==> src/bypass_pkg.sv <==
// ==================================================
// Shared widths, enums and port structs for the
// uncached data access unit. Sv39 layout assumed.
// ==================================================
package bypass_pkg;

  localparam int VADDR_W    = 39;
  localparam int PADDR_W    = 40;
  localparam int PAGE_OFS_W = 12;
  localparam int PPN_W      = 28;
  localparam int VPN_W      = 27;
  localparam int DATA_W     = 64;
  localparam int LINE_W     = 256;
  localparam int LANE_IDX_W = 2;
  localparam int TID_W      = 4;
  localparam int BUS_ID_W   = 8;

  typedef enum logic {LOAD, STORE} access_type_e;

  typedef enum logic {REQ_READ, REQ_WRITE} l2_req_type_e;

  // RISC-V exception codes
  typedef enum logic [3:0] {
    NONE             = 4'd0,
    LOAD_PAGE_FAULT  = 4'd13,
    STORE_PAGE_FAULT = 4'd15
  } excp_cause_e;

  typedef enum logic [1:0] {IDLE, XLATE_REQ, XLATE_RESP, ACCESS} ctrl_state_e;

  // ==================================================
  // Core and TLB
  // ==================================================
  typedef struct packed {
    logic                re;
    logic                we;
    logic [VADDR_W-1:0]  addr;
    logic [DATA_W-1:0]   wdata;
    logic [DATA_W/8-1:0] mask;
  } core_req_t;

  typedef struct packed {
    logic              valid;
    logic              excp_valid;
    excp_cause_e       excp_cause;
    logic [DATA_W-1:0] rdata;
  } core_resp_t;

  typedef struct packed {
    logic [VPN_W-1:0] vpn;
    access_type_e     access_type;
  } tlb_req_t;

  typedef struct packed {
    logic [PPN_W-1:0] ppn;
    logic             excp_valid;
    excp_cause_e      excp_cause;
  } tlb_resp_t;

  // ==================================================
  // L2 and system bus
  // ==================================================
  typedef struct packed {
    logic [PADDR_W-1:0]  paddr;
    logic [LINE_W-1:0]   data;
    logic [LINE_W/8-1:0] mask;
    logic [TID_W-1:0]    tid;
    l2_req_type_e        req_type;
  } l2_req_t;

  typedef struct packed {
    logic [LINE_W-1:0] data;
    logic [TID_W-1:0]  tid;
  } l2_resp_t;

  typedef struct packed {
    logic [BUS_ID_W-1:0] id;
    logic [PADDR_W-1:0]  addr;
  } sys_ar_t;

  typedef struct packed {
    logic [BUS_ID_W-1:0] id;
    logic [PADDR_W-1:0]  addr;
  } sys_aw_t;

  typedef struct packed {
    logic [DATA_W-1:0]   data;
    logic [DATA_W/8-1:0] strb;
  } sys_w_t;

  typedef struct packed {
    logic [BUS_ID_W-1:0] id;
    logic [DATA_W-1:0]   data;
  } sys_r_t;

  typedef struct packed {
    logic [BUS_ID_W-1:0] id;
  } sys_b_t;

  // Captured access, ctrl to ports
  typedef struct packed {
    logic                  we;
    logic [PADDR_W-1:0]    paddr;
    logic [LANE_IDX_W-1:0] lane;
    logic [DATA_W-1:0]     wdata;
    logic [DATA_W/8-1:0]   mask;
    logic [TID_W-1:0]      tid;
  } acc_t;

endpackage
==> src/dcache_bypass.sv <==
// ==================================================
// Uncached access unit top. L2_SEL_BIT must lie
// above the page offset.
// ==================================================
`timescale 1ns/1ps

module dcache_bypass
  import bypass_pkg::*;
#(
  parameter int L2_SEL_BIT = 31
) (
  input  logic       clk,
  input  logic       rst,
  // Core
  input  core_req_t  core_req,
  output core_resp_t core_resp,
  // TLB
  output logic       tlb_req_valid,
  output tlb_req_t   tlb_req,
  input  logic       tlb_req_ready,
  input  logic       tlb_resp_valid,
  input  tlb_resp_t  tlb_resp,
  output logic       tlb_resp_ready,
  // L2
  output logic       l2_req_valid,
  output l2_req_t    l2_req,
  input  logic       l2_req_ready,
  input  logic       l2_resp_valid,
  input  l2_resp_t   l2_resp,
  output logic       l2_resp_ready,
  // System bus
  output logic       ar_valid,
  output sys_ar_t    ar,
  input  logic       ar_ready,
  output logic       aw_valid,
  output sys_aw_t    aw,
  input  logic       aw_ready,
  output logic       w_valid,
  output sys_w_t     w,
  input  logic       w_ready,
  input  logic       r_valid,
  input  sys_r_t     r,
  output logic       r_ready,
  input  logic       b_valid,
  input  sys_b_t     b,
  output logic       b_ready
);

  acc_t              acc;
  logic              l2_start;
  logic              sys_start;
  logic              l2_done;
  logic              sys_done;
  logic [DATA_W-1:0] l2_rdata;
  logic [DATA_W-1:0] sys_rdata;

  bypass_ctrl #(
    .L2_SEL_BIT(L2_SEL_BIT)
  ) i_ctrl (
    .clk, .rst, .core_req, .core_resp,
    .tlb_req_valid, .tlb_req, .tlb_req_ready,
    .tlb_resp_valid, .tlb_resp, .tlb_resp_ready,
    .l2_req_ready, .acc, .l2_start, .sys_start,
    .l2_done, .l2_rdata, .sys_done, .sys_rdata
  );

  bypass_l2_port i_l2_port (
    .clk, .rst, .acc, .l2_start,
    .l2_req_valid, .l2_req, .l2_req_ready,
    .l2_resp_valid, .l2_resp, .l2_resp_ready,
    .l2_done, .l2_rdata
  );

  bypass_sysbus_port i_sysbus_port (
    .clk, .rst, .acc, .sys_start,
    .ar_valid, .ar, .ar_ready,
    .aw_valid, .aw, .aw_ready,
    .w_valid, .w, .w_ready,
    .r_valid, .r, .r_ready,
    .b_valid, .b, .b_ready,
    .sys_done, .sys_rdata
  );

endmodule

==> src/bypass_sysbus_port.sv <==
// ==================================================
// Single-beat reads and writes. AW and W complete
// independently; B is expected after both.
// ==================================================
`timescale 1ns/1ps

module bypass_sysbus_port
  import bypass_pkg::*;
(
  input  logic              clk,
  input  logic              rst,
  input  acc_t              acc,
  input  logic              sys_start,
  output logic              ar_valid,
  output sys_ar_t           ar,
  input  logic              ar_ready,
  output logic              aw_valid,
  output sys_aw_t           aw,
  input  logic              aw_ready,
  output logic              w_valid,
  output sys_w_t            w,
  input  logic              w_ready,
  input  logic              r_valid,
  input  sys_r_t            r,
  output logic              r_ready,
  input  logic              b_valid,
  input  sys_b_t            b,
  output logic              b_ready,
  output logic              sys_done,
  output logic [DATA_W-1:0] sys_rdata
);

  logic [PADDR_W-1:0] addr_q;
  logic               ar_valid_q;
  logic               aw_valid_q;
  logic               w_valid_q;
  logic               rd_pend_q;
  logic               wr_pend_q;
  logic               r_hs;
  logic               b_hs;

  // Translation result is gone after sys_start
  always_ff @(posedge clk) begin
    if (sys_start) addr_q <= acc.paddr;
  end

  // ==================================================
  // Request channels
  // ==================================================
  always_ff @(posedge clk) begin
    if (rst) begin
      ar_valid_q <= 1'b0;
      aw_valid_q <= 1'b0;
      w_valid_q  <= 1'b0;
    end else if (sys_start) begin
      ar_valid_q <= !acc.we;
      aw_valid_q <= acc.we;
      w_valid_q  <= acc.we;
    end else begin
      if (ar_ready) ar_valid_q <= 1'b0;
      if (aw_ready) aw_valid_q <= 1'b0;
      if (w_ready) w_valid_q <= 1'b0;
    end
  end

  assign ar_valid = ar_valid_q;
  assign aw_valid = aw_valid_q;
  assign w_valid  = w_valid_q;

  assign ar.id   = BUS_ID_W'(acc.tid);
  assign ar.addr = addr_q;
  assign aw.id   = BUS_ID_W'(acc.tid);
  assign aw.addr = addr_q;
  assign w.data  = acc.wdata;
  assign w.strb  = acc.mask;

  // ==================================================
  // Response channels
  // ==================================================
  assign r_hs = r_valid && r_ready;
  assign b_hs = b_valid && b_ready;

  always_ff @(posedge clk) begin
    if (rst) begin
      rd_pend_q <= 1'b0;
      wr_pend_q <= 1'b0;
    end else if (sys_start) begin
      rd_pend_q <= !acc.we;
      wr_pend_q <= acc.we;
    end else begin
      if (r_hs) rd_pend_q <= 1'b0;
      if (b_hs) wr_pend_q <= 1'b0;
    end
  end

  assign r_ready   = rd_pend_q;
  assign b_ready   = wr_pend_q;
  assign sys_done  = r_hs || b_hs;
  assign sys_rdata = r.data;

endmodule

==> src/bypass_l2_port.sv <==
// ==================================================
// L2 request is combinational off l2_start and acc.
// Only one read may be outstanding.
// ==================================================
`timescale 1ns/1ps

module bypass_l2_port
  import bypass_pkg::*;
(
  input  logic              clk,
  input  logic              rst,
  input  acc_t              acc,
  input  logic              l2_start,
  output logic              l2_req_valid,
  output l2_req_t           l2_req,
  input  logic              l2_req_ready,
  input  logic              l2_resp_valid,
  input  l2_resp_t          l2_resp,
  output logic              l2_resp_ready,
  output logic              l2_done,
  output logic [DATA_W-1:0] l2_rdata
);

  logic rd_pending_q;
  logic req_hs;
  logic resp_hs;

  // ==================================================
  // Request formatting
  // ==================================================
  assign l2_req_valid = l2_start;

  assign l2_req.paddr    = acc.paddr;
  // Place the 64-bit word and its byte mask in the addressed lane
  assign l2_req.data     = LINE_W'(acc.wdata) << (DATA_W * acc.lane);
  assign l2_req.mask     = (LINE_W / 8)'(acc.mask) << ((DATA_W / 8) * acc.lane);
  assign l2_req.tid      = acc.tid;
  assign l2_req.req_type = acc.we ? REQ_WRITE : REQ_READ;

  assign req_hs  = l2_req_valid && l2_req_ready;
  assign resp_hs = l2_resp_valid && l2_resp_ready;

  // ==================================================
  // Outstanding read
  // ==================================================
  always_ff @(posedge clk) begin
    if (rst) begin
      rd_pending_q <= 1'b0;
    end else if (req_hs && !acc.we) begin
      rd_pending_q <= 1'b1;
    end else if (resp_hs) begin
      rd_pending_q <= 1'b0;
    end
  end

  assign l2_resp_ready = rd_pending_q;

  // Writes need no response from L2
  assign l2_done  = (req_hs && acc.we) || resp_hs;
  assign l2_rdata = l2_resp.data[DATA_W * acc.lane +: DATA_W];

endmodule

==> src/bypass_ctrl.sv <==
// ==================================================
// One access in flight. Core strobes are taken in
// IDLE only; acc.paddr is valid while the TLB answers.
// ==================================================
`timescale 1ns/1ps

module bypass_ctrl
  import bypass_pkg::*;
#(
  parameter int L2_SEL_BIT = 31
) (
  input  logic              clk,
  input  logic              rst,
  input  core_req_t         core_req,
  output core_resp_t        core_resp,
  output logic              tlb_req_valid,
  output tlb_req_t          tlb_req,
  input  logic              tlb_req_ready,
  input  logic              tlb_resp_valid,
  input  tlb_resp_t         tlb_resp,
  output logic              tlb_resp_ready,
  input  logic              l2_req_ready,
  output acc_t              acc,
  output logic              l2_start,
  output logic              sys_start,
  input  logic              l2_done,
  input  logic [DATA_W-1:0] l2_rdata,
  input  logic              sys_done,
  input  logic [DATA_W-1:0] sys_rdata
);

  ctrl_state_e         state_q;
  ctrl_state_e         state_d;
  logic                we_q;
  logic [VADDR_W-1:0]  addr_q;
  logic [DATA_W-1:0]   wdata_q;
  logic [DATA_W/8-1:0] mask_q;
  logic [TID_W-1:0]    tid_q;
  logic                in_resp;
  logic                is_l2;
  logic                xlate_excp;
  logic                tlb_resp_hs;

  // ==================================================
  // Request capture
  // ==================================================
  always_ff @(posedge clk) begin
    if (state_q == IDLE && (core_req.re || core_req.we)) begin
      we_q    <= core_req.we;
      addr_q  <= core_req.addr;
      wdata_q <= core_req.wdata;
      mask_q  <= core_req.mask;
    end
  end

  assign tlb_req_valid   = (state_q == XLATE_REQ);
  assign tlb_req.vpn     = addr_q[VADDR_W-1:PAGE_OFS_W];
  assign tlb_req.access_type = we_q ? STORE : LOAD;

  // ==================================================
  // Translation result and routing
  // ==================================================
  assign acc.we    = we_q;
  assign acc.paddr = {tlb_resp.ppn, addr_q[PAGE_OFS_W-1:0]};
  assign acc.lane  = addr_q[4:3];
  assign acc.wdata = wdata_q;
  assign acc.mask  = mask_q;
  assign acc.tid   = tid_q;

  assign in_resp    = (state_q == XLATE_RESP);
  assign is_l2      = acc.paddr[L2_SEL_BIT];
  assign xlate_excp = in_resp && tlb_resp_valid && tlb_resp.excp_valid;

  // L2 back-pressure stalls the TLB response
  assign tlb_resp_ready = in_resp && (tlb_resp.excp_valid || !is_l2 || l2_req_ready);
  assign tlb_resp_hs    = tlb_resp_valid && tlb_resp_ready;

  assign l2_start  = in_resp && tlb_resp_valid && !tlb_resp.excp_valid && is_l2;
  assign sys_start = in_resp && tlb_resp_valid && !tlb_resp.excp_valid && !is_l2;

  always_comb begin
    state_d = state_q;
    case (state_q)
      IDLE: begin
        if (core_req.re || core_req.we) state_d = XLATE_REQ;
      end
      XLATE_REQ: begin
        if (tlb_req_ready) state_d = XLATE_RESP;
      end
      XLATE_RESP: begin
        if (tlb_resp_hs) begin
          // L2 writes finish on the request handshake
          if (tlb_resp.excp_valid || (is_l2 && we_q)) state_d = IDLE;
          else state_d = ACCESS;
        end
      end
      ACCESS: begin
        if (l2_done || sys_done) state_d = IDLE;
      end
      default: state_d = IDLE;
    endcase
  end

  always_ff @(posedge clk) begin
    if (rst) begin
      state_q <= IDLE;
      tid_q   <= '0;
    end else begin
      state_q <= state_d;
      if (core_resp.valid) tid_q <= tid_q + 1'b1;
    end
  end

  // ==================================================
  // Response merge
  // ==================================================
  assign core_resp.valid      = xlate_excp || l2_done || sys_done;
  assign core_resp.excp_valid = xlate_excp;
  assign core_resp.excp_cause = xlate_excp ? tlb_resp.excp_cause : NONE;
  assign core_resp.rdata      = sys_done ? sys_rdata : l2_rdata;

endmodule

==> config.mk <==
export PLATFORM = sky130hd
export DESIGN_NAME = dcache_bypass
export DESIGN_NICKNAME = d
export VERILOG_FILES = /design/src/bypass_pkg.sv /design/src/dcache_bypass.sv /design/src/bypass_sysbus_port.sv /design/src/bypass_l2_port.sv /design/src/bypass_ctrl.sv
export SDC_FILE = /design/constraint.sdc
export NUM_CORES = 1
export LEC_CHECK = 0
export BUFFER_PORTS_ARGS = -buffer_cell sky130_fd_sc_hd__clkbuf_2
export CORE_AREA = 2 2 426 428
export DETAILED_ROUTE_END_ITERATION = 12
export DIE_AREA = 0 0 428 430
export GPL_TIMING_DRIVEN = 0
export PLACE_DENSITY = 0.32
export SLEW_MARGIN = 25
export SYNTH_ARGS = -nofsm -noshare
export SYNTH_HDL_FRONTEND = slang
export SYNTH_SLANG_ARGS = --single-unit
==> constraint.sdc <==
create_clock -name clk -period 9.6 [get_ports clk]
set_input_delay 1.44 -clock clk [delete_from_list [all_inputs] [get_ports clk]]
set_output_delay 1.44 -clock clk [all_outputs]
set_load 0.02 [all_outputs]
==> metrics, run 1 <==
# Max-Cap Violations=0; Num CTS Buffers=17; FF-to-FF End=i_ctrl.wdata_q[56]; syn avg cell area=13.0 sq um; Buffers on Ports=1076; pwr/cell area=192 nW/um^2; worst vdd rail ir drop=0.119 mV; Post-synth top cells=and2_1 (220), edfxtp_1 (152), buf_4 (90); DIE WIDTH=428 um; status=completed; Most used DFF post-synth=edfxtp_1; headroom to the max-slew limit=36.3%; H-tree levels=4; WL final=120000 um; initial drt markers=781; class of the worst hold path=reg2reg; hold path start=i_ctrl.addr_q[2]; Starting Density=5.72%; Synth Instances=793; fin worst setup slack=4.75 ns; vias in the first global route=11500; R2R setup slack=7.10 ns; Hold Path Sink=i_sysbus_port.addr_q[2]; most frequent cell after synthesis=and2_1; Post-CTS Resized=0; worst-path maximum fanout=12; ANT nets after route=0; final setup fails=0; CTS tree=done; overall power=3.76 mW; Sink Count=164; Hold Path Depth=0; routed vias/inst=2.74; gr ovfl total=0; mapped cell area=10300 sq um; nets=2409; Die H=430 um; GRT Overall Usage=12.6%; number of setup buffers added after CTS=0; Yosys warnings=0; DP Area=18900 sq um; Reg2Reg Depth=9; fin crit share=50.5%; clock-pin slew on the worst setup and hold paths=0.09 ns; critical path class=reg2out; 1st-pass router iterations=5; crit end category=output pin; async set-reset flop share out of synthesis=0%; Slew @ Worst Pin=0.955 ns; Synth area leaders=edfxtp_1 (44%), mux4_2 (14%), and2_1 (13%); minimum clock period=4.85 ns; skew final=0.0320 ns; latest clock arrival within the worst-skew pair=0.54 ns; Design Area, Final=19600 sq um; RSZ-0062 raised after global routing=false; Final Slew Violations=0; final hold violation count=0; initial antenna violation count=103; reg2reg start=i_ctrl.state_q[1]; area leader, netlist=edfxtp_1; GPL Wtd Cong=0.978; fmax=0.206 GHz; DRC Markers=0; register area share after synthesis=46.7%; Place WS=4.90 ns; number of top-level pins=1105; drt wl/cell=27.9 um; Max clock buf depth=2; first-pass GRT wire length=144000 um; Area Overhead vs Synth=90.3%; Post-synth EDFFs=152; Yosys cell types=35; hold_buf cts=0; Req. time, crit path=8.16 ns; Core Box Area=180000 sq um; row cnt=156; Lkg Pwr=9.22 nW; largest net degree at the start of global routing=43; root buffer cell=clkbuf_16; Setup crit start kind=register; CP arrival=3.41 ns; post-DP HPWL=109000 um; area share of the largest cell type after synthesis=44.4%; vias post-DR=11800; layout cell share with drive strength beyond 1=71.1%; #FFs+latches synth=164; die area=184000 sq um
cell type report:
| cell class | instances | area (sq um) |
|---|---|---|
| Buffer | 149 | 962 |
| Multi-Input combinational cell | 482 | 4560 |
| Clock inverter | 13 | 140 |
| Fill cell | 20800 | 160000 |
| Inverter | 5 | 21.3 |
| Clock buffer | 19 | 433 |
| Tap cell | 2370 | 2970 |
| Antenna cell | 26 | 65.1 |
| Timing Repair Buffer | 1092 | 5620 |
| Sequential cell | 164 | 4800 |
metal layers:
metal	routed length [um]	part of all wire, %	track usage, %	vias up
li1	-	-	-	5068
met5	39	0.032	0	-
met2	63400	53	23.2	750
met1	47100	39	14.7	5875
met3	7240	6.0	2.47	142
met4	2660	2.2	3.30	6
critical path, cell delays in order, from the launching register on:
cell	delay [ns]
edfxtp_1	0.64
buf_6	0.26
buf_2	0.57
clkbuf_1	0.78
and3_1	0.31
clkbuf_2	0.28
logic make-up after synthesis:
| logic type | count (synthesis) | synth area share, % |
|---|---|---|
| and+or+nand+nor | 319 | 19.4 |
| DFF | 164 | 46.7 |
| buffers and inverters | 154 | 9.43 |
| muxes | 129 | 22.6 |
| AOI/OAI and AO/OA | 24 | 1.58 |
| adders and majority gates | 1 | 0.122 |
| other | 1 | 0.0365 |
| xor gates and xnor gates | 1 | 0.0852 |
placed cells by master, fill, tap and decap left out, types with 10 or more instances in the layout:
cell	n
a21oi_1	10
and2_1	220
and3_1	72
buf_4	90
buf_6	11
clkbuf_1	39
clkbuf_16	17
clkbuf_2	1085
dfxtp_1	12
diode_2	26
edfxtp_1	152
mux2_2	25
mux2_4	40
mux4_2	64
worst max-delay path by stage:
stage	slack (ns)	depth (start not counted)	from	end
floorplan	3.11	4	core_req[111]	i_ctrl.state_q[0]
global placement	-1.86	5	core_req[111]	i_ctrl.state_q[0]
detailed placement	4.90	7	r_valid	core_resp[52]
CTS	4.48	5	i_ctrl.addr_q[3]	l2_req[257]
global route	4.50	5	i_ctrl.addr_q[3]	l2_req[257]
finish	4.75	5	i_ctrl.addr_q[3]	l2_req[257]
flip-flops by register name (all words and copies together) (netlist names):
register,flops
i_ctrl.mask_q,8
i_sysbus_port.ar_valid,1
i_ctrl.we_q,1
i_ctrl.tid_q,4
i_l2_port.l2_resp_ready,1
i_sysbus_port.w_valid,1
i_sysbus_port.r_ready,1
i_ctrl.wdata_q,64
i_ctrl.addr_q,39
i_sysbus_port.b_ready,1
i_ctrl.state_q,2
i_sysbus_port.aw_valid,1
i_sysbus_port.addr_q,40
metrics by stage:
stage / hold WS [ns] / cells / utilization [%] / setup TNS, ns
after floorplan: 0.547 / 800 / - / 0
after global placement: 0.430 / 4246 / 10.4 / -167.36
after detailed placement: 0.434 / 4262 / 10.5 / 0
after CTS: 0.456 / 4294 / 10.8 / 0
after global routing: 0.474 / 4300 / 10.9 / 0
final: 0.454 / 4320 / 10.9 / 0
where the power goes:
group,internal [mW],switching (mW)
Sequential,0.924,0.270
Combinational,0.637,1.17
Clock,0.366,0.395
(Power assumes the default switching activity.)
==> run 2: changes to the inputs <==
ABC_AREA = 1   (was not set)
PLACE_DENSITY = 0.33   (was 0.32)
clock period = 4.3 ns   (was 9.6 ns; I/O delays follow)
==> run 2 against run 1 <==
Against the previous run:
- utilization up 0.22 points
- count of clock-buffer cells in the layout shrank 2
- register-to-register slack worse by 5.4 ns
- wire length up 18%
- cell count up 12%
- synthesized area increased by 3.0%
- hold slack worse by 0.19 ns
- critical path type unchanged
==> metrics, run 2 <==
syn avg cell area=7.91 sq um (-39%); CTS tree=done; class of the worst hold path=in2reg; status=completed; vias in the first global route=15100 (+32%); # Max-Cap Violations=0 (unchanged); Synth Instances=1340 (+69%); Area Overhead vs Synth=88.4%; row cnt=156 (unchanged); async set-reset flop share out of synthesis=0% (unchanged); skew final=0.0187 ns (-0.0133 ns); commonest non-fill, non-tap cell in the layout=clkbuf_2; Post-synth top cells=nor2_1 (334), nor3_1 (288), edfxtp_1 (152); ANT nets after route=0 (unchanged); Most used DFF post-synth=edfxtp_1; pwr/cell area=644 nW/um^2 (+230%); hold_buf cts=0 (unchanged); gr ovfl total=0 (unchanged); vias post-DR=15200 (+29%); root buffer cell=clkbuf_16; number of top-level pins=1105 (unchanged); H-tree levels=4 (unchanged); worst-path maximum fanout=10 (-2); largest net degree at the start of global routing=21 (-51%); routed vias/inst=3.14 (+14%); DIE WIDTH=428 um (unchanged); Req. time, crit path=3.65 ns (-4.51 ns); Slew @ Worst Pin=1.06 ns (+0.104 ns); DRC Markers=0 (unchanged); initial antenna violation count=46 (-55%); Largest register FFs=64 (unchanged); Num CTS Buffers=17 (unchanged); Biggest register=i_ctrl.wdata_q; GRT Overall Usage=14.9% (+2.3 points); hold slack=0.268 ns (-0.186 ns); most frequent cell after synthesis=nor2_1; setup TNS=0 ns (unchanged); initial drt markers=1193 (+53%); Sink Count=164 (unchanged); Slowest-stage cell, CP=a31oi_1; 1st-pass router iterations=5 (unchanged); GPL Wtd Cong=0.944 (-3.5%); CP peak stage delay=0.59 ns (-0.19 ns); Max clock buf depth=2 (unchanged); Most common cell on crit path=nand2_1; Core Box Area=180000 sq um (unchanged); Setup crit start kind=register; crit end category=output pin; register area share after synthesis=45.4% (-1.4 points); Yosys warnings=0 (unchanged); headroom to the max-slew limit=28.6% (-7.7 points); area share of the largest cell type after synthesis=43.1% (-1.3 points); post-DP HPWL=128000 um (+17%); worst vdd rail ir drop=0.257 mV (+120%); die area=184000 sq um (unchanged); Post-synth EDFFs=152 (unchanged); Final Slew Violations=0 (unchanged); final setup fails=0 (unchanged); first-pass GRT wire length=175000 um (+21%); minimum clock period=3.98 ns; Die H=430 um (unchanged); Lkg Pwr=9.22 nW (about the same); area leader, netlist=edfxtp_1; CP bufs+invs=4 (unchanged); crit path cell chain=nand2_1 > nand2_1 > inv_1 > buf_2 > buf_4 > nor2_1 > a31oi_1 > clkbuf_2; WL final=142000 um (+18%); crit-path leading delay family=buffers and inverters; Starting Density=5.89% (+0.17 points); #FFs+latches synth=164 (unchanged); Largest regs=i_ctrl.wdata_q x64, i_sysbus_port.addr_q x40, i_ctrl.addr_q x39; nets=2958 (+23%); latest clock arrival within the worst-skew pair=0.55 ns (about the same); fmax=0.251 GHz; Buffers on Ports=1075 (-0.093%); mapped cell area=10600 sq um (+3.0%); CP arrival=3.34 ns (-0.07 ns); most frequent cells in the layout=clkbuf_2 (1084), nor2_1 (330), nor3_1 (288); final hold violation count=0 (unchanged); Yosys cell types=31 (-11%); clock-pin slew on the worst setup and hold paths=0.10 ns (about the same); drt wl/cell=29.3 um (+5.3%); layout cell share with drive strength beyond 1=53.3% (-18 points); fin crit share=92.6%; Synth area leaders=edfxtp_1 (43%), nor3_1 (14%), nor2_1 (12%); critical path class=reg2out
-- run 2: cell count changes in the layout (fill, tap and decap cells not counted), moves of 40 or more --
cell,before,now
nor2_1,4,330
nor3_1,0,288
mux4_2,64,0
and2_1,220,0
inv_1,4,94
a31oi_1,0,61
mux2_4,40,0
and3_1,72,0
o21ai_0,4,103
buf_2,7,49
-- run 2: what timing repair did --
action	in CTS	in global routing
gates resized for setup	15	0
setup endpoints to repair	5	0
setup buffers	2	0
-- run 2: logic make-up (layout without fill, tap and decap cells) --
family	after synthesis	after routing	share of synthesized area [%]
XOR/XNOR	2	2	0.165
AO/OA/AOI/OAI	206	206	10.5
buffers and inverters	305	1431	16.1
other	1	22	0.0354
AND/OR/NAND/NOR	661	661	27.7
flip-flops	164	164	45.4
adder cells (fa/ha/maj)	1	1	0.118
-- run 2: where the power goes --
| part | switching [mW] | internal, mW | leakage (nW) |
|---|---|---|---|
| clock network | 0.974 | 0.798 | 0.301 |
| registers | 0.251 | 2.27 | 1.54 |
| logic | 6.54 | 2.02 | 7.38 |
-- run 2: path summary, 6_finish.rpt --
| kind | cells past startpoint | startpoint | end | slack, ns |
|---|---|---|---|---|
| max | 8 | i_sysbus_port.r_ready | core_resp[58] | 0.32 |
| min | 1 | core_req[79] | i_ctrl.addr_q[7] | 0.27 |
| max reg2reg | 9 | i_ctrl.state_q[1] | i_ctrl.wdata_q[50] | 1.65 |
| min reg2reg | 0 | i_ctrl.addr_q[9] | i_sysbus_port.addr_q[9] | 0.45 |
-- run 2: stage by stage --
step / utilization (%) / area, sq um / cells / power [mW] / setup WS [ns]
after floorplan: - / 10600 / 1347 / 6.42 / 0.189
after global placement: 10.6 / 19000 / 4792 / 10.9 / -2.91
after detailed placement: 10.7 / 19200 / 4809 / 11.3 / -0.439
after CTS: 11.1 / 19900 / 4843 / 13.2 / 0.00672
after global routing: 11.1 / 19900 / 4845 / 13.4 / -0.0000657
final: 11.1 / 20000 / 4857 / 12.8 / 0.318
-- run 2: final cells by class --
cell class	count	area, sq um
tap	2370	2970
sequential	164	4800
clock inverter	15	204
inverter	97	364
timing repair buffer	1094	5630
antenna	14	35.0
multi-input combinational	878	4190
clock buffer	17	425
buffer	208	1350
fill	21200	160000
-- run 2: worst reg2reg max path: cells and delay by family, from the launching register on --
family	cells	cell delay, ns
buf+inv	8	1.48
flops	1	0.30
compound gates	1	0.58
-- run 2: metal layers --
| layer | vias up | wire [um] | global-route usage [%] |
|---|---|---|---|
| met5 | - | 61 | 0 |
| met1 | 7513 | 56300 | 17.4 |
| met4 | 8 | 2870 | 3.18 |
| met3 | 108 | 10300 | 4.22 |
| li1 | 6774 | - | - |
| met2 | 834 | 73000 | 26.8 |
